<file path="src/verilog/rv_pkg.sv">
////////////////////
// Shared constants and encodings for the single-cycle RV32I core.
// Every stage refers to these by scoped name (rv_pkg::...).
// Widths, memory depth and reset address are fixed for a 32-bit core.
////////////////////

package rv_pkg;

  // Datapath and memory sizing
  localparam int XLEN       = 32;
  localparam int IMEM_DEPTH = 64;
  localparam int IMEM_AW    = 6;

  // First fetch address after reset
  localparam logic [XLEN-1:0] RESET_PC = 32'h0100_0000;

  // Base opcodes handled by the core
  localparam logic [6:0] OP_REG    = 7'b0110011;
  localparam logic [6:0] OP_IMM    = 7'b0010011;
  localparam logic [6:0] OP_LUI    = 7'b0110111;
  localparam logic [6:0] OP_AUIPC  = 7'b0010111;
  localparam logic [6:0] OP_BRANCH = 7'b1100011;
  localparam logic [6:0] OP_JAL    = 7'b1101111;
  localparam logic [6:0] OP_JALR   = 7'b1100111;

  // ALU operation
  typedef enum logic [3:0] {
    ALU_ADD,
    ALU_SUB,
    ALU_SLL,
    ALU_SLT,
    ALU_SLTU,
    ALU_XOR,
    ALU_SRL,
    ALU_SRA,
    ALU_OR,
    ALU_AND,
    ALU_PASS_B
  } alu_op_e;

  // Source of the register write value
  typedef enum logic [1:0] {
    WB_ALU,
    WB_PC4,
    WB_NONE
  } wb_sel_e;

  // How the next PC is formed
  typedef enum logic [1:0] {
    FLOW_SEQ,
    FLOW_BRANCH,
    FLOW_JAL,
    FLOW_JALR
  } flow_e;

endpackage : rv_pkg

</file>
<file path="src/verilog/rv_regfile.sv">
////////////////////
// Integer register file, x1..x31 stored, x0 reads zero.
// Two combinational reads, one write at the clock edge.
////////////////////

`timescale 1ns/1ps

module rv_regfile (
  input  logic                    clk,
  input  logic                    rst_n_i,
  input  logic [4:0]              rs1_i,
  input  logic [4:0]              rs2_i,
  input  logic [4:0]              rd_i,
  input  logic                    we_i,
  input  logic [rv_pkg::XLEN-1:0] wdata_i,
  output logic [rv_pkg::XLEN-1:0] rs1_data_o,
  output logic [rv_pkg::XLEN-1:0] rs2_data_o
);

  logic [rv_pkg::XLEN-1:0] regs [1:31];

  always_ff @(posedge clk) begin
    if (!rst_n_i) begin
      for (int i = 1; i < 32; i++) begin
        regs[i] <= '0;
      end
    end else if (we_i && rd_i != 5'd0) begin
      regs[rd_i] <= wdata_i;
    end
  end

  // Reads see the value before this cycle's write
  assign rs1_data_o = (rs1_i == 5'd0) ? '0 : regs[rs1_i];
  assign rs2_data_o = (rs2_i == 5'd0) ? '0 : regs[rs2_i];

endmodule : rv_regfile

</file>
<file path="config.mk">
export PLATFORM = sky130hd
export DESIGN_NAME = rv_regfile
export DESIGN_NICKNAME = d
export VERILOG_FILES = /design/src/verilog/rv_pkg.sv /design/src/verilog/rv_regfile.sv
export SDC_FILE = /design/constraint.sdc
export NUM_CORES = 2
export LEC_CHECK = 0
export BUFFER_PORTS_ARGS = -buffer_cell sky130_fd_sc_hd__buf_2
export CELL_PAD_IN_SITES_DETAIL_PLACEMENT = 1
export CELL_PAD_IN_SITES_GLOBAL_PLACEMENT = 2
export CORE_MARGIN = 10
export CORE_UTILIZATION = 50
export DETAILED_ROUTE_END_ITERATION = 10
export PLACE_DENSITY_LB_ADDON = 0.1
export SLEW_MARGIN = 20
export SYNTH_ARGS = -nofsm -noshare
export SYNTH_HDL_FRONTEND = slang
export SYNTH_SLANG_ARGS = --single-unit
</file>
<file path="constraint.sdc">
create_clock -name clk -period 11 [get_ports clk]
set_input_delay 2.2 -clock clk [delete_from_list [all_inputs] [get_ports clk]]
set_output_delay 2.2 -clock clk [all_outputs]
set_load 0.03 [all_outputs]
</file>
After elaboration in Yosys (flattened, before gate mapping)
Memory sizes are Yosys's and may differ from the RTL's.
Cells that the tools add are included.
{ "totals": {"output_inout_bits": 64, "mem_bits_ro": 0, "input_bits": 50, "ram_bits": 992, "mem_count": 1, "latch_bits": 0, "register_bits": 0, "elab_cells": 15} }
{ "mem_list": {"columns": ["name", "words", "width", "read_ports", "rd_clocked_by_memory_dff", "wr", "line", "source"], "rows": [
  ["regs", 31, 32, 2, 0, 31, "rv_regfile.sv:20", "logic [rv_pkg::XLEN-1:0] regs [1:31];"]
]} }
{ "op_classes": {"div": 0, "n_mux": 9, "order_cmp": 0, "n_bitwise": 0, "shifts": 0, "multipliers": 0, "addsub": 0, "eq_ne": 0, "reduce_logical": 5} }
{ "ops": {"columns": ["cell", "count"], "rows": [
  ["$mux W32", 3],
  ["$reduce_or A32 Y1", 1],
  ["$logic_not A5 Y1", 2],
  ["$mux W1", 5],
  ["$mux W5", 1],
  ["$reduce_bool A5 Y1", 1],
  ["$logic_and A1 B1 Y1", 1]
]} }

Logic depth before layout (Yosys ltp)
{ "depth": {"depth_word": 7, "ltp_mapped": 9, "depth_no_buf": 4} }

Worst setup path before layout
No wires, ideal clock.
{ "synth_timing": {"kind": "input port to output port", "start": "input port rs2_i[0]", "end": "output port rs2_data_o[30] (netlist name)", "t_arrival_ns": 4.635, "stages": 6, "slack_ns": 4.165, "path_buffers": 3, "required_ns": 8.800, "cell_sequence": "clkbuf_1 -> buf_6 -> buf_4 -> mux4_2 -> mux2i_1 -> a2111oi_0"} }
{ "synth_via": {"elab_chain_len": 2, "elab_cells_between_ends": 3, "classes_between": "mux: 1; reduce/logical: 1; memory: 1"} }
{ "synth_rtl": {"columns": ["element", "line", "source"], "rows": [
  ["start: declaration", "rv_regfile.sv:12", "input logic [4:0] rs2_i,"],
  ["$mem_v2 Z31 W32 / $logic_not A5 Y1 (equally long branches)", null, null],
  ["$mux W32 *", "rv_regfile.sv:34", "assign rs2_data_o = (rs2_i == 5'd0) ? '0 : regs[rs2_i];"],
  ["end: declaration", "rv_regfile.sv:17", "output logic [rv_pkg::XLEN-1:0] rs2_data_o"]
]} }
Every way passes the cells marked *; elsewhere a longest branch is shown, timed or not.

Final worst setup path
{ "layout_timing": {"start": "input port rs2_i[3]", "end": "output port rs2_data_o[21] (netlist name)"} }
Same word-level chain as after synthesis.

==> out/metrics.cfg <==
[synthesis]
yosys_warnings = 0
synth_most_common_cell = edfxtp_1
synth_edf_count = 1024
synth-seq-area-share_pct = 56.7
synth_common_cells = 1024 x edfxtp_1, 995 x and2_1, 472 x mux4_2
yosys-top-cells-area = edfxtp_1 57%, mux4_2 20%, and2_1 11%
avgSynthCellArea_sq_um = 15.5
yosys.area.top_type_share_pct = 56.7
ys_seq_elements = 1024
ys_types = 43
syn_inst = 3505
yosysTopAreaCell = edfxtp_1
synth_ff_type = edfxtp_1
ys_async_sr_fraction_pct = 0
synth_area_sq_mm = 0.0542

[clock_network]
clock-sinks = 1024
cts_resized = 0
clk_pin_slew_ns = 0.06
clockBufferDepth = 3
tritoncts = built
cts_setup_buffers = 0
cts_buffers = 113
root_buffer = clkbuf_16
hold_buffers = 0
ctsHtreeMaxLevel = 3

[floorplanning]
die_area_sq_mm = 0.122
die_h_um = 349
initial_utilization_pct = 50.5
io_pins = 114
coreArea_sq_mm = 0.107
num_rows = 120
dieWidth_um = 349

[critical_path]
worstPathMaxFanout = 29
end_kind = output pin
critPathRequiredTime_ns = 8.80
start_kind = input port
worstPathArrival_ns = 6.03
crit_type = in -> out

[cells_and_area]
design_area_sq_mm = 0.0600
layout-drive-gt1-share_pct = 26.8
regMostFlops = regs
largest_register_ffs = 1024
area_delta_synth_final_pct = 10.7
final_nets = 3531
top_regs = regs: 1024 flops

[min_path]
hold_class = in -> reg

[pwr]
vdd_drop_max_uv = 147
power.leakage_uw = 0.0205
power_density_mw_per_mm2 = 163

[global_route]
grt_pass1_vias = 36953
antenna_found_initial = 30
grt_overflow = 0
grt_pass1_wl_um = 276000
grt_max_degree = 101
grt_use_total_pct = 31.8

[flow_run]
drv_cap = 0

[drt]
viasPerCell = 6.98
drt_iter0_drc = 4916
postRouteAntennaNets = 0
routed_wirelength_um = 195000
first_pass_iters = 5
wl_per_cell_um = 39.1
drc_errors = 0
num_vias = 34813

[timing]
post-route-period-util_pct = 74.8
setup_violations = 0
final.setup.tns_ns = 0
drv_slew = 0
relSlewSlack_pct = 15.1
hold_violations = 0
worstMarginPinSlew_ns = 1.27
fmax_ghz = 0.122
grt_setup_unrepaired = false
period_minus_slack_ns = 8.23

[place]
place.gp.congestion = 0.883
place_area_sq_mm = 0.0562
port_buffers = 113
hpwlAfterDp_um = 113000

[outcome]
status = complete, no violations

report_power, final:
part	internal [uW]	switching, uW	leakage (uW)
registers	4510	126	0.00975
clock network	2300	1620	0.00183
logic	458	749	0.00894
total	7270	2490	0.0205
layer usage:
layer | GRT usage (%) | wire length, um
met1 | 41.3 | 73100
met2 | 50.9 | 92800
met3 | 6.17 | 18400
met4 | 15.9 | 10700
met5 | 0 | 140
path summary, 6_finish.rpt:
path,start,end,slack (ns),depth (start not counted)
setup / recovery,rs2_i[3],rs2_data_o[21],2.77,7
hold / removal,wdata_i[14],regs[0][14],2.02,1
per-stage QoR:
stage | instances | setup slack [ns] | power, uW | util (%) | hold WS (ns)
after CTS | 4980 | 3.00 | 9770 | 55.9 | 1.98
after global routing | 4981 | 2.83 | 10000 | 55.9 | 2.00
after floorplan | 3536 | 4.16 | 5420 | - | 2.30
final | 4989 | 2.77 | 9770 | 55.9 | 2.02
after detailed placement | 4769 | 3.00 | 5910 | 52.4 | 2.73
after global placement | 4769 | 3.03 | 5860 | 52.4 | 2.71
worst max-delay path, cell delays in order:
cell,delay [ns]
buf_2,0.51
and2_2,1.02
buf_4,0.68
a221oi_1,0.17
o21ai_0,0.11
nor4b_1,0.93
buf_2,0.36
area by class of cell:
class | instances | area [sq um]
diodes | 9 | 22.5
clock buffers | 135 | 2950
clock inverters | 76 | 806
fillers | 9767 | 47300
inverters | 2 | 7.51
multi-input cells | 2121 | 22200
flip-flops and latches | 1024 | 30700
well taps | 1403 | 1760
repair buffers | 219 | 1500
cells by family after synthesis:
kind of cell | after synthesis | synth area share [%]
mux | 652 | 23.0
compound gates | 290 | 3.94
other cells | 1 | 0.00692
flops | 1024 | 56.7
simple gates | 1147 | 13.0
buf+inv | 391 | 3.36
layout by cell type (no fill, tap or decap), types with 12 or more instances in the layout:
cell type	n
edfxtp_1	1024
mux4_2	472
clkbuf_1	20
buf_4	101
nor2_2	30
a2111oi_1	42
o22ai_1	103
bufinv_16	17
buf_2	106
o21ai_4	31
a2111oi_0	13
clkinv_1	26
clkinv_2	22
a22o_1	51
and2_1	994
a22oi_1	16
a21oi_1	12
mux2_2	30
nor3_1	54
conb_1	32
nor2b_1	12
mux2i_1	150
clkbuf_16	115
Note: power is estimated with default switching activity, not from simulation.
