<file path="src/verilog/rv_pkg.sv">
////////////////////
// Shared constants and encodings for the single-cycle RV32I core.
// Every stage refers to these by scoped name (rv_pkg::...).
// Widths, memory depth and reset address are fixed for a 32-bit core.
////////////////////

package rv_pkg;

  // Datapath and memory sizing
  localparam int XLEN       = 32;
  localparam int IMEM_DEPTH = 64;
  localparam int IMEM_AW    = 6;

  // First fetch address after reset
  localparam logic [XLEN-1:0] RESET_PC = 32'h0100_0000;

  // Base opcodes handled by the core
  localparam logic [6:0] OP_REG    = 7'b0110011;
  localparam logic [6:0] OP_IMM    = 7'b0010011;
  localparam logic [6:0] OP_LUI    = 7'b0110111;
  localparam logic [6:0] OP_AUIPC  = 7'b0010111;
  localparam logic [6:0] OP_BRANCH = 7'b1100011;
  localparam logic [6:0] OP_JAL    = 7'b1101111;
  localparam logic [6:0] OP_JALR   = 7'b1100111;

  // ALU operation
  typedef enum logic [3:0] {
    ALU_ADD,
    ALU_SUB,
    ALU_SLL,
    ALU_SLT,
    ALU_SLTU,
    ALU_XOR,
    ALU_SRL,
    ALU_SRA,
    ALU_OR,
    ALU_AND,
    ALU_PASS_B
  } alu_op_e;

  // Source of the register write value
  typedef enum logic [1:0] {
    WB_ALU,
    WB_PC4,
    WB_NONE
  } wb_sel_e;

  // How the next PC is formed
  typedef enum logic [1:0] {
    FLOW_SEQ,
    FLOW_BRANCH,
    FLOW_JAL,
    FLOW_JALR
  } flow_e;

endpackage : rv_pkg

</file>
<file path="src/verilog/rv_fetch.sv">
////////////////////
// Fetch stage: program counter and instruction memory.
// The memory is loaded through the write port while reset is held
// and read combinationally at the current PC.
////////////////////

`timescale 1ns/1ps

module rv_fetch (
  input  logic                        clk,
  input  logic                        rst_n_i,
  input  logic                        imem_we_i,
  input  logic [rv_pkg::IMEM_AW-1:0]  imem_addr_i,
  input  logic [rv_pkg::XLEN-1:0]     imem_data_i,
  input  logic [rv_pkg::XLEN-1:0]     next_pc_i,
  output logic [rv_pkg::XLEN-1:0]     pc_o,
  output logic [rv_pkg::XLEN-1:0]     insn_o
);

  logic [rv_pkg::XLEN-1:0]    pc_q;
  logic [rv_pkg::XLEN-1:0]    pc_off;
  logic [rv_pkg::IMEM_AW-1:0] rd_idx;
  logic [rv_pkg::XLEN-1:0]    imem [rv_pkg::IMEM_DEPTH];

  // PC register
  always_ff @(posedge clk) begin
    if (!rst_n_i) begin
      pc_q <= rv_pkg::RESET_PC;
    end else begin
      pc_q <= next_pc_i;
    end
  end

  // Load port, contents survive reset
  always_ff @(posedge clk) begin
    if (imem_we_i) begin
      imem[imem_addr_i] <= imem_data_i;
    end
  end

  // Word index relative to the reset address, wraps on overflow
  assign pc_off = pc_q - rv_pkg::RESET_PC;
  assign rd_idx = pc_off[rv_pkg::IMEM_AW+1:2];

  assign pc_o   = pc_q;
  assign insn_o = imem[rd_idx];

endmodule : rv_fetch

</file>
<file path="config.mk">
export PLATFORM = sky130hd
export DESIGN_NAME = rv_fetch
export DESIGN_NICKNAME = d
export VERILOG_FILES = /design/src/verilog/rv_pkg.sv /design/src/verilog/rv_fetch.sv
export SDC_FILE = /design/constraint.sdc
export NUM_CORES = 2
export LEC_CHECK = 0
export BUFFER_PORTS_ARGS = -buffer_cell sky130_fd_sc_hd__buf_4
export CORE_AREA = 2 2 508 510
export CTS_CLUSTER_SIZE = 14
export DETAILED_ROUTE_END_ITERATION = 8
export DIE_AREA = 0 0 510 512
export PLACE_DENSITY = 0.55
export REMOVE_ABC_BUFFERS = 1
export SLEW_MARGIN = 30
export SYNTH_ARGS = -nofsm -noshare
export SYNTH_HDL_FRONTEND = slang
export SYNTH_SLANG_ARGS = --single-unit
export TNS_END_PERCENT = 20
</file>
<file path="constraint.sdc">
create_clock -name clk -period 4.1 [get_ports clk]
set_input_delay 0.205 -clock clk [delete_from_list [all_inputs] [get_ports clk]]
set_output_delay 0.205 -clock clk [all_outputs]
set_load 0.01 [all_outputs]
</file>
; Yosys cells after proc, flatten, opt, wreduce, memory -nomap -nowiden
; Memories as Yosys holds them, arrays and structs flattened.
; Cells that the tools add are included.
[totals]
memories = 1
out_inout_bits = 64
reg_bits = 32
inputBits = 73
word_cells = 5
mem_bits_rw = 2048
[memory_table]
columns = name, words, word_bits, read_ports, rd_ports_with_merged_regs, wr, line_no
row1 = imem, 64, 32, 1, 0, 1, rv_fetch.sv:23  ; logic [rv_pkg::XLEN-1:0] imem [rv_pkg::IMEM_DEPTH];
[op_classes]
n_mux = 2
add_sub_neg = 1
[op_table]
columns = operator, n
row1 = $sub 8x1->8 const B, 1
row2 = $mux 1, 2

; Longest topological paths before layout
[depth]
depth_word = 2
ltp_mapped = 10
ltp_nobuf = 5

; Worst setup path after synthesis
; OpenSTA, ideal clock, no wires.
[synth_path]
path_kind = input port to flip-flop
start = in imem_addr_i[5] (netlist bit)
end = mem imem[48][0] (netlist bit), enable pin
n_path_buf = 1
arrival_time_ns = 3.082
required_time_ns = 3.639
stages = 4
path_slack_ns = 0.557
setup_time_ns = 0.461
path_cell_list = clkbuf_1 -> nand3_1 -> or3_1 -> nor3_1
[synth_rtl]
columns = element, line_no
row1 = start: declaration, rv_fetch.sv:13  ; input logic [rv_pkg::IMEM_AW-1:0] imem_addr_i,
row2 = end: declaration, rv_fetch.sv:23
; Straight into the memory's write port.

; Final worst setup path
[layout_path]
start = reg pc_q (netlist bit pc_o[4])
end = out insn_o[21] (netlist bit)
[layout_between]
elab_chain_cells = 2
[layout_lines]
columns = element, line_no
row1 = start: declaration, rv_fetch.sv:20  ; logic [rv_pkg::XLEN-1:0] pc_q;
row2 = start signal: assignment, rv_fetch.sv:28  ; pc_q <= rv_pkg::RESET_PC;
row3 = start signal: assignment, rv_fetch.sv:30  ; pc_q <= next_pc_i;
row4 = $sub 8x1->8, rv_fetch.sv:42  ; assign pc_off = pc_q - rv_pkg::RESET_PC;
row5 = $mem_v2 64x32, -
row6 = end: declaration, rv_fetch.sv:17  ; output logic [rv_pkg::XLEN-1:0] insn_o
; No other way between the ends.

==> results.sh <==
export IMPL_layout_common_cells="edfxtp_1, mux4_2, buf_4"
export IMPL_hold_depth=3
export IMPL_slew_headroom_pct=36.82
export IMPL_max_cap_viol_count=0
export IMPL_gp_congestion=0.7816
export IMPL_nNetsFinal=3935
export IMPL_clock_sinks=2080
export IMPL_grt_max_degree=65
export IMPL_switching_share_pct=21.33
export IMPL_crit_required_ps=3890
export IMPL_synth_flop_cell="edfxtp_1"
export IMPL_synth_seq_cells=2080
export IMPL_layout_drive_gt1_share_pct=30.37
export IMPL_drt_initial_drc_count=4415
export IMPL_synth_edff_count=2048
export IMPL_floorplan_rows=186
export IMPL_critPathMaxFanout=24
export IMPL_place_hpwl_um=126300
export IMPL_cp_endpoint="insn_o[21]"
export IMPL_pin_count=137
export IMPL_instances_no_fill=7423
export IMPL_p_per_area_nw_per_um2=481.2
export IMPL_drt_total_wl_um=221500
export IMPL_synthTopCellsByArea="edfxtp_1, mux4_2, a22oi_1, mux2i_1, dfxtp_1"
export IMPL_antenna_found_initial=15
export IMPL_fmax_ghz=0.2502
export IMPL_die_h_um=512
export IMPL_wire_per_inst_um=29.84
export IMPL_detailedRoute_firstPassIterationCount=7
export IMPL_ir_drop_mv=0.4793
export IMPL_power_frac_comb_pct=5.2
export IMPL_leakage_nw=28.42
export IMPL_fin_crit_sh_pct=97.49
export IMPL_fillerInstances=23050
export IMPL_hp_class="input pin to flip-flop"
export IMPL_vias=38590
export IMPL_die_x_um=510
export IMPL_seq_area_frac_synth_pct=78.84
export IMPL_status="finished, final reports clean"
export IMPL_viasPerCell=5.199
export IMPL_cts_path_max_buffers=3
export IMPL_track_usage_pct=16.81
export IMPL_crit_path_end_kind="output port"
export IMPL_grt_pass1_wl_um=309600
export IMPL_p_seq_share_pct=52.4
export IMPL_area_growth_pct=18.67
export IMPL_yosysWarnings=0
export IMPL_async_flop_share_pct=0
export IMPL_critPathArrivalTime_ps=3790
export IMPL_coreArea_sq_um=255800
export IMPL_synth_cells=3432
export IMPL_clock_power_share_pct=42.4
export IMPL_cts_tree="built"
export IMPL_yosysTopAreaCellShare_pct=78.03
export IMPL_synthesis_area_sq_um=78810
export IMPL_synth_top_area_cell="edfxtp_1"
export IMPL_p_int_mw=35.41
export IMPL_finalPower_mw=45.01
export IMPL_place_inst=6938
export IMPL_timing_worst_setup_path_type="flip-flop to output port"
export IMPL_start_util_pct=30.81
export IMPL_worst_pin_slew_ps=945.5
export IMPL_start_kind="flip-flop"
export IMPL_hold_viol_final=0
export IMPL_drc_errors=0
export IMPL_rsz0062_at_grt="true"
export IMPL_final_common_cell="edfxtp_1"
export IMPL_portBuffers=136
export IMPL_critPathLaunch="pc_o[4]"
export IMPL_cts_clk_slew_worst_paths_ps=60
export IMPL_ant_nets=0
export IMPL_ys_types=37
export IMPL_slew_viol_final=0
export IMPL_syn_area_per_cell_sq_um=22.96
export IMPL_power_switching_mw=9.598
export IMPL_finalSetupViolations=0
export IMPL_root_buffer="clkbuf_16"
export IMPL_grt_overflow=0
export IMPL_fin_crit_ps=3997
export IMPL_cts_made_buffers=208
export IMPL_h_tree_depth=4
export IMPL_grt_pass1_vias=39410
export IMPL_die_area_sq_um=261100
==> metrics by stage <==
stage / cell area [sq um] / setup TNS, ps / hold slack [ps] / setup WS [ps] / util [%]
2_1_floorplan: 77720 / -602320 / 278.0 / -18410 / -
3_3_place_gp: 85580 / 0 / 393.8 / 546.1 / 33.46
3_5_place_dp: 85580 / 0 / 391.9 / 511.9 / 33.46
4_1_cts: 93470 / -25.41 / 6.348 / -25.41 / 36.55
5_1_grt: 93520 / -4.929 / 36.29 / -4.929 / 36.57
6_report: 93530 / 0 / 72.90 / 103.0 / 36.57
==> Yosys cell counts, types with 28 or more instances <==
master    instances
and2_1           37
o22ai_1          51
dfxtp_1          32
edfxtp_1       2048
clkbuf_1         80
nand3_1          62
mux2i_1          72
buf_2            52
buf_4            45
a22oi_1         132
mux4_2          490
and3_1           28
nor2_1           79
o221ai_1         46
==> registers in the layout, summed over array words and instances, names as in the netlist <==
name	cells
imem	2048
pc_o	32
==> power by group through the flow <==
| stage | registers [mW] | logic (mW) | clock network, mW |
|---|---|---|---|
| 2_1_floorplan | 24.2 | 1.66 | 0 |
| 3_3_place_gp | 24.0 | 2.24 | 0 |
| 3_5_place_dp | 24.0 | 2.27 | 0 |
| 4_1_cts | 23.6 | 2.37 | 19.5 |
| 5_1_grt | 23.6 | 2.49 | 20.3 |
| 6_report | 23.6 | 2.33 | 19.1 |
==> what timing repair did <==
| action | CTS | global route |
|---|---|---|
| buffers inserted | 1 | 1 |
| hold buffers | 96 | 0 |
| hold endpoints to repair | 2080 | 0 |
| setup endpoints to repair | 11 | 7 |
| gates resized for setup | 10 | 4 |
==> cell type report <==
| type | instances | area [sq um] | share of cell area (%) |
|---|---|---|---|
| antenna | 5 | 12.51 | 0.01338 |
| clock buffer | 249 | 5423 | 5.798 |
| clock inverter | 133 | 1433 | 1.532 |
| inverter | 1 | 3.754 | 0.004013 |
| multi-input combinational | 1152 | 16120 | 17.24 |
| sequential | 2080 | 62160 | 66.46 |
| tap | 3384 | 4234 | 4.527 |
| timing repair buffer | 419 | 4140 | 4.427 |
==> cells by family (layout without fill, tap and decap cells) <==
group | Yosys count | after routing | share of synthesized area, %
AND/OR/NAND/NOR | 284 | 284 | 1.875
multiplexers | 582 | 582 | 15.20
flip-flops | 2080 | 2080 | 78.84
other | 0 | 5 | 0
AO/OA/AOI/OAI | 286 | 286 | 2.686
buffers and inverters | 200 | 802 | 1.392
==> metal layers <==
metal / up-vias / global-route usage (%) / share of wire (%)
met5: - / 0 / 0
li1: 15610 / - / -
met1: 21250 / 22.80 / 42
met4: 0 / 4.146 / 2.1
met2: 1481 / 28.19 / 50
met3: 260 / 2.666 / 6.4
==> worst min-delay path by stage <==
stage / start / end
after CTS: imem_addr_i[1] / imem[51][6]
after global placement: next_pc_i[24] / pc_o[24]
after floorplan: rst_n_i / pc_o[24]
after detailed placement: next_pc_i[24] / pc_o[24]
final: imem_addr_i[1] / imem[51][6]
after global routing: imem_addr_i[1] / imem[51][20]
==> worst max-delay path, cell delays in order, from the launching register on <==
cell	delay [ps]
dfxtp_4	770
buf_4	360
or3b_2	240
o221ai_1	150
a21oi_1	420
nor2_1	200
a311oi_2	460
buf_4	180
buf_4	110
No activity file was read; power rests on OpenSTA's default activity.
