<file path="config.mk">
export PLATFORM = sky130hd
export DESIGN_NAME = rv_decode
export DESIGN_NICKNAME = d
export VERILOG_FILES = /design/src/verilog/rv_pkg.sv /design/src/verilog/rv_decode.sv
export SDC_FILE = /design/constraint.sdc
export NUM_CORES = 1
export LEC_CHECK = 0
export BUFFER_PORTS_ARGS = -buffer_cell sky130_fd_sc_hd__clkbuf_2
export CORE_UTILIZATION = 35
export DETAILED_ROUTE_END_ITERATION = 10
export PLACE_DENSITY = 0.95
export SKIP_LAST_GASP = 1
export SLEW_MARGIN = 20
export SYNTH_ARGS = -nofsm -noshare
export SYNTH_HDL_FRONTEND = slang
export SYNTH_SLANG_ARGS = --single-unit
</file>
<file path="constraint.sdc">
create_clock -name vclk -period 3.44
set_input_delay 0.688 -clock vclk [all_inputs]
set_output_delay 0.688 -clock vclk [all_outputs]
set_load 0.03 [all_outputs]
</file>
<file path="src/verilog/rv_pkg.sv">
////////////////////
// Shared constants and encodings for the single-cycle RV32I core.
// Every stage refers to these by scoped name (rv_pkg::...).
// Widths, memory depth and reset address are fixed for a 32-bit core.
////////////////////

package rv_pkg;

  // Datapath and memory sizing
  localparam int XLEN       = 32;
  localparam int IMEM_DEPTH = 64;
  localparam int IMEM_AW    = 6;

  // First fetch address after reset
  localparam logic [XLEN-1:0] RESET_PC = 32'h0100_0000;

  // Base opcodes handled by the core
  localparam logic [6:0] OP_REG    = 7'b0110011;
  localparam logic [6:0] OP_IMM    = 7'b0010011;
  localparam logic [6:0] OP_LUI    = 7'b0110111;
  localparam logic [6:0] OP_AUIPC  = 7'b0010111;
  localparam logic [6:0] OP_BRANCH = 7'b1100011;
  localparam logic [6:0] OP_JAL    = 7'b1101111;
  localparam logic [6:0] OP_JALR   = 7'b1100111;

  // ALU operation
  typedef enum logic [3:0] {
    ALU_ADD,
    ALU_SUB,
    ALU_SLL,
    ALU_SLT,
    ALU_SLTU,
    ALU_XOR,
    ALU_SRL,
    ALU_SRA,
    ALU_OR,
    ALU_AND,
    ALU_PASS_B
  } alu_op_e;

  // Source of the register write value
  typedef enum logic [1:0] {
    WB_ALU,
    WB_PC4,
    WB_NONE
  } wb_sel_e;

  // How the next PC is formed
  typedef enum logic [1:0] {
    FLOW_SEQ,
    FLOW_BRANCH,
    FLOW_JAL,
    FLOW_JALR
  } flow_e;

endpackage : rv_pkg

</file>
<file path="src/verilog/rv_decode.sv">
////////////////////
// Decode stage: register indices, immediate and control levels.
// Purely combinational; unknown opcodes become a no-op
// with no register write and sequential flow.
////////////////////

`timescale 1ns/1ps

module rv_decode (
  input  logic [rv_pkg::XLEN-1:0] insn_i,
  output logic [4:0]              rs1_o,
  output logic [4:0]              rs2_o,
  output logic [4:0]              rd_o,
  output logic [2:0]              funct3_o,
  output logic [rv_pkg::XLEN-1:0] imm_o,
  output rv_pkg::alu_op_e         alu_op_o,
  output logic                    use_imm_o,
  output logic                    a_is_pc_o,
  output logic                    a_is_zero_o,
  output rv_pkg::wb_sel_e         wb_sel_o,
  output rv_pkg::flow_e           flow_o
);

  logic [6:0]              opcode;
  logic [2:0]              funct3;
  logic                    f7_b5;
  logic [rv_pkg::XLEN-1:0] imm_i_type;
  logic [rv_pkg::XLEN-1:0] imm_u_type;
  logic [rv_pkg::XLEN-1:0] imm_b_type;
  logic [rv_pkg::XLEN-1:0] imm_j_type;
  rv_pkg::alu_op_e         arith_op;

  assign opcode = insn_i[6:0];
  assign funct3 = insn_i[14:12];
  assign f7_b5  = insn_i[30];

  assign rd_o     = insn_i[11:7];
  assign rs1_o    = insn_i[19:15];
  assign rs2_o    = insn_i[24:20];
  assign funct3_o = funct3;

  // Sign-extended immediate formats
  assign imm_i_type = {{20{insn_i[31]}}, insn_i[31:20]};
  assign imm_u_type = {insn_i[31:12], 12'b0};
  assign imm_b_type = {{19{insn_i[31]}}, insn_i[31], insn_i[7], insn_i[30:25],
                       insn_i[11:8], 1'b0};
  assign imm_j_type = {{11{insn_i[31]}}, insn_i[31], insn_i[19:12], insn_i[20],
                       insn_i[30:21], 1'b0};

  // Arithmetic op for OP and OP-IMM
  always_comb begin
    case (funct3)
      3'b000:  arith_op = (opcode == rv_pkg::OP_REG && f7_b5) ? rv_pkg::ALU_SUB
                                                               : rv_pkg::ALU_ADD;
      3'b001:  arith_op = rv_pkg::ALU_SLL;
      3'b010:  arith_op = rv_pkg::ALU_SLT;
      3'b011:  arith_op = rv_pkg::ALU_SLTU;
      3'b100:  arith_op = rv_pkg::ALU_XOR;
      3'b101:  arith_op = f7_b5 ? rv_pkg::ALU_SRA : rv_pkg::ALU_SRL;
      3'b110:  arith_op = rv_pkg::ALU_OR;
      default: arith_op = rv_pkg::ALU_AND;
    endcase
  end

  always_comb begin
    // No-op defaults
    imm_o       = imm_i_type;
    alu_op_o    = rv_pkg::ALU_PASS_B;
    use_imm_o   = 1'b0;
    a_is_pc_o   = 1'b0;
    a_is_zero_o = 1'b0;
    wb_sel_o    = rv_pkg::WB_NONE;
    flow_o      = rv_pkg::FLOW_SEQ;
    case (opcode)
      rv_pkg::OP_REG: begin
        alu_op_o = arith_op;
        wb_sel_o = rv_pkg::WB_ALU;
      end
      rv_pkg::OP_IMM: begin
        alu_op_o  = arith_op;
        use_imm_o = 1'b1;
        wb_sel_o  = rv_pkg::WB_ALU;
      end
      rv_pkg::OP_LUI: begin
        imm_o       = imm_u_type;
        alu_op_o    = rv_pkg::ALU_ADD;
        use_imm_o   = 1'b1;
        a_is_zero_o = 1'b1;
        wb_sel_o    = rv_pkg::WB_ALU;
      end
      rv_pkg::OP_AUIPC: begin
        imm_o     = imm_u_type;
        alu_op_o  = rv_pkg::ALU_ADD;
        use_imm_o = 1'b1;
        a_is_pc_o = 1'b1;
        wb_sel_o  = rv_pkg::WB_ALU;
      end
      rv_pkg::OP_BRANCH: begin
        imm_o  = imm_b_type;
        flow_o = rv_pkg::FLOW_BRANCH;
      end
      rv_pkg::OP_JAL: begin
        imm_o     = imm_j_type;
        alu_op_o  = rv_pkg::ALU_ADD;
        use_imm_o = 1'b1;
        a_is_pc_o = 1'b1;
        wb_sel_o  = rv_pkg::WB_PC4;
        flow_o    = rv_pkg::FLOW_JAL;
      end
      rv_pkg::OP_JALR: begin
        // Target is rs1 + imm from the ALU
        alu_op_o  = rv_pkg::ALU_ADD;
        use_imm_o = 1'b1;
        wb_sel_o  = rv_pkg::WB_PC4;
        flow_o    = rv_pkg::FLOW_JALR;
      end
      default: begin
      end
    endcase
  end

endmodule : rv_decode

</file>
* Word level (Yosys, flattened, before mapping) *
Cells that the tools add are included.

operators by class
  equality and inequality tests = 13
  muxes and demuxes = 10
  reduce and logical (&&, ||, !) cells = 9

operators by type and width
  cell                                                  count
  case mux 31 bit (3 select lines)                      1
  case mux 4 bit (7 select lines)                       1
  equality test 7 bit (second input constant)           3
  equality test 7 x 5 -> 1 bit (second input constant)  2
  equality test 7 x 6 -> 1 bit (second input constant)  2
  equality test 3 bit (second input constant)           3
  case mux 4 bit (2 select lines)                       1
  OR reduction 2 bit                                    4
  OR reduction 4 bit                                    2
  equality test 3 x 2 -> 1 bit (second input constant)  2
  case mux 2 bit (3 select lines)                       1
  two-way mux 1 bit                                     5
  OR reduction 5 bit                                    1
  case mux 2 bit (2 select lines)                       1
  equality test 3 x 1 -> 1 bit (second input constant)  1
  zero test 3 bit                                       1
  logical AND 1 bit                                     1

word-level totals
  register bits after elaboration = 0
  output and inout port bits = 61

* Longest topological paths before layout *
  depth after elaboration = 5
  mapped depth = 6

* Worst setup path after synthesis *
OpenSTA, ideal clock, no wires.

  kind = input to output
  start point = input insn_i[6] in the netlist's numbering
  end point = output alu_op_o[0]
  arrival = 1996 ps
  required time = 2752 ps
  path slack = 756 ps
  stages = 5
  path through = or3b_1 buf_6 nor3_4 o211ai_1 a21oi_1

on the way
  cells in the longest elaborated chain, start to end = 5

RTL lines
  item                                 line                              source
  start: declaration                   rv_decode.sv:10                   input logic [rv_pkg::XLEN-1:0] insn_i,
  equality test 7 x 6 -> 1 bit         rv_decode.sv:53, rv_decode.sv:74
  logical AND 1 bit                    rv_decode.sv:53                   3'b000: arith_op = (opcode == rv_pkg::OP_REG && f7_b5) ? rv_pkg::ALU_SUB
  two-way mux 1 bit                    rv_decode.sv:53
  case mux 4 bit (7 select lines)      rv_decode.sv:52                   case (funct3)
  case mux 4 bit (2 select lines) (*)  rv_decode.sv:74                   case (opcode)
  end: declaration                     rv_decode.sv:16                   output rv_pkg::alu_op_e alu_op_o,

Mark *: on every way between the ends. The rest lies on a longest branch, timed or not.

* Final worst setup path *
  start point = input insn_i[3] in the netlist's numbering
  end point = output imm_o[24] in the netlist's numbering

on the way
  cells in the longest elaborated chain, start to end = 3

RTL lines
  item                                                                                 line             source
  equality test 7 x 5 -> 1 bit / equality test 7 x 6 -> 1 bit (equally long branches)  rv_decode.sv:74
  OR reduction 2 bit (no source line)                                                  --
  case mux 31 bit (3 select lines) (*)                                                 rv_decode.sv:74
  end: declaration                                                                     rv_decode.sv:15  output logic [rv_pkg::XLEN-1:0] imm_o,

Marks and branches as above.

==> flow_summary.yaml <==
timing:
  slew_viol_final: 0
  fin_crit_sh_pct: 89.1
  finalSetupViolCount: 0
  rsz0062_at_grt: "false"
  hold_viol: 0
  fmax_mhz: 326
  relSlewSlack_pct: 56.0
  final.setup.worst_slack_ps: 375
  worst_pin_slew_ps: 657
  timing.setup.tns_ps: 0
  fin_crit_ps: 3060
global_route:
  grt_first_pass_wirelength_um: 2820
  antenna_found_initial: 0
  grt_max_degree: 21
  overflow: 0
  grt_pass1_vias: 685
  grt_usage_pct: 17.1
floorplanning:
  die_h_um: 46.0
  fp.coreArea_um2: 1760
  dieWidth_um: 46.0
  start_util_pct: 38.4
  fp.dieArea_um2: 2110
  num_rows: 15
  io_pins: 93
cells_and_area:
  finish.net_count: 197
  seqCellArea_um2: 0
  fill_cells: 193
  antenna_cells: 0
  nFlopsAndLatches: 0
  drive_gt1_share_pct: 61.3
  nClkBuffers: 0
  area_delta_synth_final_pct: 47.1
routing:
  wl_um: 2120
  via_per_inst: 4.85
  post-route-drc-count: 0
  num_vias: 911
  wl_per_cell_um: 11.3
  drt_first_pass_iters: 4
  drtIter0Drc: 8
  postRouteAntennaNets: 0
yosys:
  synthesis.area_um2: 677
  avgSynthCellArea_um2: 7.28
  synth_top_cell_area_share_pct: 22.2
  synthCells: 93
  synth_warnings: 0
  yosysSeqAreaShare_pct: 0
  synth_nets: 125
  synth_area_leaders: "a21o_1 (22%), buf_4 (22%), and2b_1 (5.5%), a22o_1 (5.2%), a21oi_1 (3.7%)"
  synth_cell_types: 29
  netlist.top_cell.by_area: "a21o_1"
power_and_ir_drop:
  power_density_nw_per_um2: 173
  ir_drop_v: 0.0000773
  power.leakage_nw: 0.661
job:
  maxCapViolCount: 0
setup_path:
  cp_max_fo: 20
  cp_cell_sequence: "clkbuf_2, or3b_1, nor2_4, nor2_1, a21o_1, clkbuf_2"
  cp.required_ps: 2750
  slowest_stage: "or3b_1"
  crit_top_cell: "clkbuf_2"
  critPathLaunchType: "input pin"
  path_class: "in -> out"
  cp.arrival_ps: 2380
  max_stage_delay_ps: 530
  end_kind: "primary output"
placed_design:
  place_hpwl_um: 1830
  placement.io_buffers: 93
  post-place-ws_ps: 388
  place_congestion: 0.800
clocking:
  ctsResizeCount: 0
  post_cts_buffers: 0
  cts-hold-fix-buffers: 0
min_path:
  hp-class: "in -> out"
run_status:
  status: "finished clean"
## kinds of logic (layout without fill, tap and decap cells)
group           count (synthesis)  in the layout  synth area share (%)
buf+inv                        26             96                  27.9
compound gates                 35             35                  38.4
simple gates                   32             32                  33.6
## final timing paths
check | start | endpoint | slack [ps] | depth (start not counted)
worst max-delay path | insn_i[3] | imm_o[24] | 380 | 6
worst min-delay path | insn_i[31] | imm_o[31] | 1640 | 2
## per-stage QoR
| step | utilization [%] | area, um2 | hold slack (ps) | total power (W) | instances |
|---|---|---|---|---|---|
| detailed placement | 56.5 | 996 | 1640 | 0.000173 | 188 |
| finish | 56.5 | 996 | 1640 | 0.000173 | 188 |
| global placement | 56.5 | 996 | 1630 | 0.000171 | 188 |
| floorplan | - | 677 | 1500 | 0.000128 | 93 |
| CTS | 56.5 | 996 | 1640 | 0.000174 | 188 |
| global route | 56.5 | 996 | 1640 | 0.000184 | 188 |
## power breakdown
part           total (W)  switching [W]  internal, W
clock network          0              0            0
registers              0              0            0
logic           0.000173       0.000119    0.0000537
total           0.000173       0.000119    0.0000537
## Yosys cell counts (2+ instances only)
library cell and instances:
inv_1 3, a22o_1 4, a21o_1 20, a21oi_1 5
nand2_1 3, buf_4 20, buf_6 2, nor2_1 6
o21ai_0 2, and2b_1 5, nor3_1 3, nor2b_1 3
## final cells by class
| type | instances | area, um2 | share of cell area (%) |
|---|---|---|---|
| Inverter | 3 | 11.3 | 1.13 |
| Timing Repair Buffer | 93 | 465 | 46.7 |
| Tap cell | 25 | 31.3 | 3.14 |
| Multi-Input combinational cell | 67 | 488 | 49.0 |
## layer usage
metal	GRT usage [%]	routed length [um]	up-vias
li1	-	-	459
met1	19.3	783	399
met2	35.5	1150	51
met3	0.397	163	2
met4	1.76	21	0
met5	0	0	-
## cell usage in the layout (no fill, tap or decap), drive strengths merged
| cell | Yosys | routed |
|---|---|---|
| nor2 | 8 | 8 |
| nand2b | 1 | 1 |
| nor2b | 3 | 3 |
| nand2 | 3 | 3 |
| a221o | 1 | 1 |
| clkbuf | 0 | 93 |
| o22ai | 1 | 1 |
| nor3 | 4 | 4 |
| nand3 | 1 | 1 |
| nor3b | 1 | 1 |
| nand4b | 1 | 1 |
| a22o | 4 | 4 |
| a21oi | 6 | 6 |
| nor4 | 2 | 2 |
| o21ai | 2 | 2 |
| nand3b | 1 | 1 |
| or3b | 1 | 1 |
| and2 | 1 | 1 |
| inv | 3 | 3 |
| o211ai | 1 | 1 |
| and2b | 5 | 5 |
| a21o | 20 | 20 |
## worst max-delay path: cells and delay by family
family                 cells  cell delay (ps)
buffers and inverters      2              300
AO/OA/AOI/OAI              1              220
AND/OR/NAND/NOR            3             1160
Note: power is estimated with default switching activity, not from simulation.
