===== src/verilog/rv_pkg.sv =====
////////////////////
// Shared constants and encodings for the single-cycle RV32I core.
// Every stage refers to these by scoped name (rv_pkg::...).
// Widths, memory depth and reset address are fixed for a 32-bit core.
////////////////////

package rv_pkg;

  // Datapath and memory sizing
  localparam int XLEN       = 32;
  localparam int IMEM_DEPTH = 64;
  localparam int IMEM_AW    = 6;

  // First fetch address after reset
  localparam logic [XLEN-1:0] RESET_PC = 32'h0100_0000;

  // Base opcodes handled by the core
  localparam logic [6:0] OP_REG    = 7'b0110011;
  localparam logic [6:0] OP_IMM    = 7'b0010011;
  localparam logic [6:0] OP_LUI    = 7'b0110111;
  localparam logic [6:0] OP_AUIPC  = 7'b0010111;
  localparam logic [6:0] OP_BRANCH = 7'b1100011;
  localparam logic [6:0] OP_JAL    = 7'b1101111;
  localparam logic [6:0] OP_JALR   = 7'b1100111;

  // ALU operation
  typedef enum logic [3:0] {
    ALU_ADD,
    ALU_SUB,
    ALU_SLL,
    ALU_SLT,
    ALU_SLTU,
    ALU_XOR,
    ALU_SRL,
    ALU_SRA,
    ALU_OR,
    ALU_AND,
    ALU_PASS_B
  } alu_op_e;

  // Source of the register write value
  typedef enum logic [1:0] {
    WB_ALU,
    WB_PC4,
    WB_NONE
  } wb_sel_e;

  // How the next PC is formed
  typedef enum logic [1:0] {
    FLOW_SEQ,
    FLOW_BRANCH,
    FLOW_JAL,
    FLOW_JALR
  } flow_e;

endpackage : rv_pkg


===== src/verilog/rv_result.sv =====
////////////////////
// Result stage: picks the register write value and the next PC.
// Purely combinational.
////////////////////

`timescale 1ns/1ps

module rv_result (
  input  logic [rv_pkg::XLEN-1:0] pc_i,
  input  logic [rv_pkg::XLEN-1:0] imm_i,
  input  logic [rv_pkg::XLEN-1:0] alu_res_i,
  input  logic                    br_taken_i,
  input  logic [4:0]              rd_i,
  input  rv_pkg::wb_sel_e         wb_sel_i,
  input  rv_pkg::flow_e           flow_i,
  output logic [rv_pkg::XLEN-1:0] next_pc_o,
  output logic                    rf_we_o,
  output logic [4:0]              rf_rd_o,
  output logic [rv_pkg::XLEN-1:0] rf_wdata_o
);

  logic [rv_pkg::XLEN-1:0] pc_plus4;
  logic [rv_pkg::XLEN-1:0] pc_plus_imm;

  assign pc_plus4    = pc_i + 32'd4;
  assign pc_plus_imm = pc_i + imm_i;

  always_comb begin
    case (flow_i)
      rv_pkg::FLOW_BRANCH: next_pc_o = br_taken_i ? pc_plus_imm : pc_plus4;
      rv_pkg::FLOW_JAL:    next_pc_o = pc_plus_imm;
      rv_pkg::FLOW_JALR:   next_pc_o = {alu_res_i[rv_pkg::XLEN-1:1], 1'b0};
      default:             next_pc_o = pc_plus4;
    endcase
  end

  // Links write the return address
  always_comb begin
    case (wb_sel_i)
      rv_pkg::WB_ALU: rf_wdata_o = alu_res_i;
      rv_pkg::WB_PC4: rf_wdata_o = pc_plus4;
      default:        rf_wdata_o = '0;
    endcase
  end

  assign rf_we_o = (wb_sel_i != rv_pkg::WB_NONE) && (rd_i != 5'd0);
  assign rf_rd_o = rd_i;

endmodule : rv_result


===== config.mk =====
export PLATFORM = sky130hd
export DESIGN_NAME = rv_result
export DESIGN_NICKNAME = d
export VERILOG_FILES = /design/src/verilog/rv_pkg.sv /design/src/verilog/rv_result.sv
export SDC_FILE = /design/constraint.sdc
export NUM_CORES = 1
export LEC_CHECK = 0
export ABC_AREA = 1
export BUFFER_PORTS_ARGS = -buffer_cell sky130_fd_sc_hd__buf_2
export CAP_MARGIN = 5
export CORE_ASPECT_RATIO = 0.9
export CORE_MARGIN = 2
export CORE_UTILIZATION = 50
export DETAILED_ROUTE_END_ITERATION = 10
export PLACE_DENSITY_LB_ADDON = 0.1
export SLEW_MARGIN = 20
export SYNTH_ARGS = -nofsm -noshare
export SYNTH_HDL_FRONTEND = slang
export SYNTH_SLANG_ARGS = --single-unit

===== constraint.sdc =====
create_clock -name vclk -period 4.4
set_clock_uncertainty 0.15 [all_clocks]
set_input_delay 0.88 -clock vclk [all_inputs]
set_output_delay 0.88 -clock vclk [all_outputs]
set_load 0.005 [all_outputs]

# [After elaboration in Yosys (flattened, before gate mapping)]
# Cells that the tools add are included.
[classes] eq_ne=5 mux=3 add_sub_neg=2 n_reduce_logical=3
[op_table] op="$pmux W32 S3" n=1
[op_table] op="$pmux W32 S2" n=1
[op_table] op="$add A32 B3 Y32 const B" n=1
[op_table] op="$add A32 B32 Y32" n=1
[op_table] op="$mux W32" n=1
[op_table] op="$reduce_bool A5 Y1" n=1
[op_table] op="$eq A2 B1 Y1 const B" n=2
[op_table] op="$eq A2 B2 Y1 const B" n=2
[op_table] op="$logic_not A2 Y1" n=1
[op_table] op="$ne A2 B2 Y1 const B" n=1
[op_table] op="$logic_and A1 B1 Y1" n=1
[word_totals] ff_bits=0 out_inout_bits=70 elab_cells=13

# [Longest topological paths before layout]
# Gate-level depths: netlist (run 1).
[logic_depth] depth_word=3 depth_mapped=14

# [Least setup slack after synthesis (run 1)]
# No wires, ideal clock.
[synth_path] path_kind="input to output" from="input port pc_i[0] (netlist name)" to="output port next_pc_o[28] (netlist name)" path_stages=13 required_ns=3.370 path_slack_ns=1.112 arrival_ns=2.258 n_path_buf=0 cell_sequence="ha_1 fa_1 nand2_1 a21oi_2 nand2_1 nand2_1 nand2_1 nand2_1 nand2_1 nand2_1 nand2_1 nand3_1 nand3_1"
[synth_via] elab_chain_len=3
[synth_rtl] element="start: declaration" line="rv_result.sv:9" source="input logic [rv_pkg::XLEN-1:0] pc_i,"
[synth_rtl] element="$add A32 B3 Y32 / $add A32 B32 Y32 (equally long branches)" line="rv_result.sv:25, rv_result.sv:26"
[synth_rtl] element="$mux W32" line="rv_result.sv:30" source="rv_pkg::FLOW_BRANCH: next_pc_o = br_taken_i ? pc_plus_imm : pc_plus4;"
[synth_rtl] element="$pmux W32 S3 (*)" line="rv_result.sv:29" source="case (flow_i)"
[synth_rtl] element="end: declaration" line="rv_result.sv:16" source="output logic [rv_pkg::XLEN-1:0] next_pc_o,"
# Every way passes the cells marked *; elsewhere a longest branch is shown, timed or not.

# [Worst setup path in the final report (run 1)]
[layout_path] from="input port pc_i[0] (netlist name)" to="output port next_pc_o[14] (netlist name)"
# Same word-level chain as after synthesis.

==> results by group, run 1 <==
Route
  – DRT Pass-1 Iters: 5
  – First DRT Iteration DRCs: 454
  – Number of routed nets with antenna violations: 0
  – DR DRC count: 0
  – Drt wl/cell: 14.6 um
  – Drt total wl: 15,800 um
  – Vias/cell: 5.48
  – Vias after detailed routing: 5,959

Setup path
  – Critical Path End Type: primary output
  – CP cell instances: buf_2, ha_1, fa_1, nand2_1, nand2_1, nand3b_1, nand2_1, nand2_1, nand2_1, xnor2_1, o211ai_1, buf_2
  – CP bufs+invs: 2
  – CP Launch Type: input port
  – Slowest cell on crit path: fa_1
  – CP top delay family: adder cells
  – Worst Setup Path Type: in -> out
  – Worst EP arrival: 2.82 ns
  – Critical path's largest stage delay: 0.41 ns
  – Worst path required time: 3.37 ns
  – Max FO, Critical Path: 3
  – Worst path most repeated cell: nand2_1

Yosys
  – Yosys warns: 0
  – Sequential share of the synthesized area: 0
  – Cell Area, Synth: 4040 um2
  – Distinct cells, synth: 39
  – Post-Synthesis Cells: 826
  – Synth Net Count: 965
  – Synthesized area per cell: 4.89 um2

Timing
  – Unrepaired setup endpoints after global routing: no
  – Max-slew violation count: 0
  – Tcrit/Tclk final: 0.876
  – Fmax: 260 MHz
  – Final Setup Violations: 0
  – Tmin final: 3.85 ns
  – Fin worst setup slack: 0.547 ns
  – Worst Max-Slew Pin Slew: 0.545 ns
  – Final Hold Viols: 0
  – Fin Setup TNS: 0 ns
  – Hold slack: 1.79 ns
  – Slew margin rel.: 0.636

Layout
  – FF+latch count: 0
  – Post-layout net count: 1,130
  – Ant diodes: 0
  – Register Area: 0 um2
  – Filler cells: 909
  – Ratio of cells with drive above 1 in the final layout: 0.202
  – P&R area growth vs syn: 23.5%
  – Clock Buffer Count: 0

Pwr
  – Worst ir drop on vdd: 63.6 uV
  – Power per cell area: 122 nW/um2
  – Static leakage power: 2.93 nW

Placement
  – Pre-CTS setup slack: 0.618 ns
  – Gpl congestion: 1.02
  – Port Buffer Count: 176
  – DP HPWL: 13,800 um

Global routing
  – Largest net degree at the start of global routing: 28
  – Number of global-route vias before repair: 4,941
  – Total Routing Usage GR: 0.346
  – Initial antenna violation count: 0
  – Global route overflow: 0
  – First-pass GRT wire length: 24,500 um

Die
  – Die Wd: 98.7 um
  – Ports: 176
  – Die Ht: 89.3 um
  – FP Rows: 31
  – Full die area: 8810 um2
  – Starting density of the core: 0.508
  – CORE AREA: 7950 um2

Worst hold path
  – Hold crit path type: in -> out

Clock tree
  – Post-CTS Setup Inserts: 0
  – Cts hold-fix bufs: 0
  – Cts repair resizes: 0

Run status
  – Outcome: completed

Flow run
  – Max-cap violations: 0
[cell type report]
| cell class | count | area (um2) | area share |
|---|---|---|---|
| tap | 99 | 124 | 0.0248 |
| timing repair buffer | 179 | 903 | 0.181 |
| multi-input combinational | 674 | 3450 | 0.692 |
| inverter | 136 | 510 | 0.102 |
[metal layers]
| metal | wire length [um] | track usage |
|---|---|---|
| met5 | 0 | 0 |
| met4 | 176 | 0.0473 |
| met3 | 1660 | 0.0461 |
| met2 | 6610 | 0.523 |
| met1 | 7390 | 0.530 |
[Yosys cell counts, types with 7 or more instances]
library cell	n	area share
nand3b_1	7	0.013
a21oi_1	31	0.038
nor3_1	18	0.022
xnor2_1	11	0.024
nand4_1	14	0.022
inv_1	133	0.12
nand3_1	103	0.13
ha_1	32	0.099
o221ai_1	11	0.024
o21ai_0	31	0.038
nand2_1	304	0.28
clkbuf_1	8	0.0074
xor2_1	7	0.015
nor2_1	61	0.057
[report_power, final]
group          switching, mW  total, mW  internal (mW)
clock network              0          0              0
logic                  0.382      0.610          0.229
registers                  0          0              0
total                  0.382      0.610          0.229
[worst paths after layout]
kind / from / to / slack (ns) / cells after the start
max: pc_i[0] / next_pc_o[14] / 0.55 / 12
min: rd_i[3] / rf_rd_o[3] / 1.79 / 2
[through the flow]
| stage | instance area, um2 | util | cells | power (mW) |
|---|---|---|---|---|
| after floorplan | 4040 | - | 826 | 0.361 |
| after global placement | 4990 | 0.627 | 1088 | 0.593 |
| after detailed placement | 4990 | 0.627 | 1088 | 0.594 |
| after CTS | 4990 | 0.627 | 1088 | 0.596 |
| after global routing | 4990 | 0.627 | 1088 | 0.679 |
| final | 4990 | 0.627 | 1088 | 0.610 |
[logic make-up after synthesis]
kind of cell	count (synthesis)	synth area share
simple gates	530	0.572
buf+inv	152	0.147
compound gates	93	0.138
fa+ha+maj	33	0.104
xor+xnor	18	0.0390
[layout by cell type, fill, tap and decap left out]
master,netlist,layout
nand2_1,304,304
buf_2,0,176
inv_1,133,133
nand3_1,103,103
nor2_1,61,60
ha_1,32,32
o21ai_0,31,31
a21oi_1,31,31
nor3_1,18,18
nand4_1,14,14
o221ai_1,11,11
xnor2_1,11,11
xor2_1,7,7
nand3b_1,7,7
nor4_1,6,6
nor2_2,4,5
o22ai_1,4,4
o21ai_1,3,3
o211ai_1,3,3
o21bai_1,3,3
inv_2,3,3
nor2_4,3,3
buf_4,6,3
or2_1,2,2
nand2_2,2,2
nand4_2,2,2
a21boi_0,1,1
o21bai_2,1,1
or3_1,1,1
o32ai_1,1,1
a21oi_4,1,1
nor2_8,1,1
nand3_2,1,1
a21oi_2,1,1
nor3_2,1,1
o31ai_1,1,1
a21o_1,1,1
fa_1,1,1
Note: power is estimated with default switching activity, not from simulation.
==> inputs of run 2 (changes only) <==
--- a/config.mk
+++ b/config.mk
@@ -8,7 +8,7 @@
 export ABC_AREA = 1
 export BUFFER_PORTS_ARGS = -buffer_cell sky130_fd_sc_hd__buf_2
 export CAP_MARGIN = 5
-export CORE_ASPECT_RATIO = 0.9
+export CORE_ASPECT_RATIO = 1.5
 export CORE_MARGIN = 2
 export CORE_UTILIZATION = 50
 export DETAILED_ROUTE_END_ITERATION = 10
==> results by group, run 2 (same netlist as run 1, synthesis figures left out) <==
Run status
  – Outcome: completed

Timing
  – Fmax: 257 MHz
  – Final Setup Violations: 0
  – Max-slew violation count: 0
  – Fin worst setup slack: 0.511 ns
  – Final Hold Viols: 0
  – Fin Setup TNS: 0 ns
  – Tcrit/Tclk final: 0.884
  – Worst Max-Slew Pin Slew: 0.544 ns
  – Slew margin rel.: 0.637
  – Unrepaired setup endpoints after global routing: no
  – Tmin final: 3.89 ns

Route
  – Met1 Wirelength: 5850 um
  – Drt wl/cell: 15.2 um
  – Routed wl met2: 8250 um
  – Drt total wl: 16,600 um
  – Vias after detailed routing: 5,988
  – Number of routed nets with antenna violations: 0
  – Met3 routed wirelength: 1040 um
  – Top routing layer in use: met4
  – DR DRC count: 0
  – Vias/cell: 5.47
  – First DRT Iteration DRCs: 357
  – DRT Pass-1 Iters: 5

Layout
  – Register Area: 0 um2
  – Most frequent cells in the layout: nand2_1 (304), buf_2 (176), inv_1 (133)
  – Ratio of cells with drive above 1 in the final layout: 0.203
  – FF+latch count: 0
  – P&R area growth vs syn: 23.8%
  – Clock Buffer Count: 0
  – Final cell count without fillers: 1,095
  – Ant diodes: 0
  – Fin area: 5000 um2
  – Most common cell after layout, fill and taps aside: nand2_1
  – Post-layout net count: 1,131

Setup path
  – CP bufs+invs: 2
  – Worst Setup Path Type: in -> out
  – Critical Path End Type: primary output
  – Worst EP arrival: 2.86 ns
  – CP Launch Type: input port
  – CP top delay family: adder cells
  – CP cell instances: buf_2, ha_1, fa_1, nand2_1, a21oi_2, nand2_1, nand2_1, nand2_1, nand2_1, o21ai_0, o211ai_1, buf_2
  – Worst path most repeated cell: nand2_1
  – Critical path's largest stage delay: 0.43 ns
  – Slowest cell on crit path: fa_1
  – CP Launch Point: pc_i[0]
  – Worst path required time: 3.37 ns
  – Crit. path cell count: 12
  – End of the critical path: next_pc_o[12]
  – Max FO, Critical Path: 3

Global routing
  – Global route overflow: 0
  – Initial antenna violation count: 0
  – Total Routing Usage GR: 0.363
  – Largest net degree at the start of global routing: 28
  – Number of global-route vias before repair: 5,394
  – First-pass GRT wire length: 25,700 um

Flow run
  – Max-cap violations: 0

Placement
  – Cells after DPL: 1,095
  – Port Buffer Count: 176
  – Gpl congestion: 1.02
  – Pre-CTS setup slack: 0.533 ns
  – DP HPWL: 14,400 um
  – Cell Area, Placed: 5000 um2

Pwr
  – Power per cell area: 124 nW/um2
  – Worst ir drop on vdd: 74.6 uV
  – Pwr Total: 0.619 mW
  – Static leakage power: 2.94 nW

Die
  – FP Rows: 40
  – Die Ht: 114 um
  – CORE AREA: 7910 um2
  – Ports: 176
  – Starting density of the core: 0.511
  – Full die area: 8830 um2
  – Die Wd: 77.4 um

Clock tree
  – Cts hold-fix bufs: 0
  – Post-CTS Setup Inserts: 0
  – Cts repair resizes: 0

Worst hold path
  – Hold crit path type: in -> out
==> run 2: changes by cell type in the layout (fill, tap and decap cells not counted) <==
| cell | before | now |
|---|---|---|
| buf_4 | 3 | 4 |
==> run 2: worst min-delay path by stage <==
stage               startpoint  slack, ns  cells after the start         end
floorplan              rd_i[0]       1.69                      1  rf_rd_o[0]
global placement       rd_i[4]       1.79                      2  rf_rd_o[4]
detailed placement     rd_i[3]       1.79                      2  rf_rd_o[3]
CTS                    rd_i[3]       1.79                      2  rf_rd_o[3]
global route           rd_i[3]       1.79                      2  rf_rd_o[3]
finish                 rd_i[3]       1.79                      2  rf_rd_o[3]
==> run 2: area by class of cell <==
class / instances / area (um2)
well taps: 105 / 131
multi-input cells: 674 / 3450
repair buffers: 180 / 911
fillers: 955 / 2910
inverters: 136 / 510
==> run 2: report_power, final <==
part | leakage [nW] | switching, mW | total, mW | internal [mW]
combinational | 2.94 | 0.389 | 0.619 | 0.230
sequential | 0 | 0 | 0 | 0
clock | 0 | 0 | 0 | 0
total | 2.94 | 0.389 | 0.619 | 0.230
==> run 2: routing by layer <==
layer,up-vias,GRT usage
met2,290,0.680
met4,0,0.258
li1,3012,-
met5,-,0
met1,2614,0.378
met3,72,0.0260
==> run 2: through the flow <==
stage	utilization	hold slack, ns
after floorplan	-	1.69
after global placement	0.632	1.79
after detailed placement	0.632	1.79
after CTS	0.632	1.79
after global routing	0.632	1.79
final	0.632	1.79
==> inputs of run 3 (changes only) <==
--- a/config.mk
+++ b/config.mk
@@ -10,7 +10,7 @@
 export CAP_MARGIN = 5
 export CORE_ASPECT_RATIO = 1.5
 export CORE_MARGIN = 2
-export CORE_UTILIZATION = 50
+export CORE_UTILIZATION = 40
 export DETAILED_ROUTE_END_ITERATION = 10
 export PLACE_DENSITY_LB_ADDON = 0.1
 export SLEW_MARGIN = 20
==> results by group, run 3 (same netlist as run 1, synthesis figures left out) <==
Setup path
  – CP Launch Point: pc_i[0]
  – Worst Setup Path Type: in -> out
  – Max FO, Critical Path: 3
  – Critical Path End Type: primary output
  – Worst path required time: 3.37 ns
  – CP Launch Type: input port
  – Worst EP arrival: 3.08 ns

Route
  – Vias/cell: 5.38
  – DRT Pass-1 Iters: 6
  – DR DRC count: 0
  – Drt total wl: 17,400 um
  – Vias after detailed routing: 5,946
  – Drt wl/cell: 15.8 um
  – First DRT Iteration DRCs: 373
  – Number of routed nets with antenna violations: 0

Layout
  – Ant diodes: 0
  – Most common cell after layout, fill and taps aside: nand2_1
  – Post-layout net count: 1,131
  – Clock Buffer Count: 0
  – Register Area: 0 um2
  – Most frequent cells in the layout: nand2_1 (304), buf_2 (176), inv_1 (133)
  – FF+latch count: 0
  – Filler cells: 1,184
  – Ratio of cells with drive above 1 in the final layout: 0.203
  – Area occupied by multi-input gates: 3450 um2
  – P&R area growth vs syn: 24.1%

Die
  – Starting density of the core: 0.414
  – CORE AREA: 9740 um2
  – Die Ht: 127 um
  – Ports: 176
  – FP Rows: 44
  – Die Wd: 86.0 um
  – Full die area: 10,900 um2

Placement
  – Gpl congestion: 0.978
  – Port Buffer Count: 176
  – DP HPWL: 15,000 um

Global routing
  – Gr busiest metal: met2
  – Met3 Usage GRT: 0.0181
  – Number of global-route vias before repair: 5,351
  – Initial antenna violation count: 0
  – Met1 Use GR: 0.342
  – Global route overflow: 0
  – Largest net degree at the start of global routing: 28
  – First-pass GRT wire length: 26,400 um
  – Met2 Use GR: 0.552
  – Total Routing Usage GR: 0.302

Timing
  – Final Hold Viols: 0
  – Fin Setup TNS: 0 ns
  – Tmin final: 4.11 ns
  – Tcrit/Tclk final: 0.933
  – Slew margin rel.: 0.623
  – Final Setup Violations: 0
  – Worst Max-Slew Pin Slew: 0.559 ns
  – Fmax: 244 MHz
  – Unrepaired setup endpoints after global routing: no
  – Max-slew violation count: 0

Clock tree
  – Cts hold-fix bufs: 0
  – Post-CTS Setup Inserts: 0
  – Cts repair resizes: 0

Flow run
  – Max-cap violations: 0

Pwr
  – Power per cell area: 124 nW/um2
  – Worst ir drop on vdd: 60.4 uV
  – Static leakage power: 2.94 nW
  – Pwr Total: 0.623 mW

Worst hold path
  – Hold crit path type: in -> out
  – Worst hold path startpoint: rd_i[4]

Run status
  – Outcome: completed
-- run 3: cell counts in the layout (fill, tap and decap cells not counted) --
Identical to the previous run, type by type.
-- run 3: path summary, 6_finish.rpt --
path | to | cells past startpoint
min | rf_rd_o[4] | 2
max | next_pc_o[12] | 12
-- run 3: layout make-up --
class,instances,share of cell area
Tap cell,115,0.0287
Timing Repair Buffer,180,0.182
Inverter,136,0.102
Multi-Input combinational cell,674,0.688
-- run 3: power breakdown --
part | internal (mW) | total [mW] | switching, mW
Clock | 0 | 0 | 0
Sequential | 0 | 0 | 0
Combinational | 0.230 | 0.623 | 0.393
-- run 3: worst max-delay path, cell delays in order --
cell and delay, ns:
buf_2 0.12, ha_1 0.23, fa_1 0.42, nand2_1 0.12, a21oi_2 0.10, nand2_1 0.09
nand2_1 0.12, nand2_1 0.09, nand2_1 0.09, o21ai_0 0.48, o211ai_1 0.16, buf_2 0.17
-- run 3: layer usage --
layer	vias to the layer above	share of wire	wire, um
met3	60	0.066	1150
met1	2572	0.37	6440
met4	0	0.065	1130
met2	296	0.50	8730
met5	-	0	0
li1	3018	-	-
-- run 3: through the flow --
step           std cells  worst slack, ns  utilization  hold slack, ns  area, um2
3_5_place_dp        1105            0.411        0.515            1.79       5010
6_report            1105            0.293        0.515            1.79       5010
3_3_place_gp        1105            0.406        0.515            1.79       5010
2_1_floorplan        826             1.11            -            1.69       4040
5_1_grt             1105            0.272        0.515            1.79       5010
4_1_cts             1105            0.412        0.515            1.79       5010
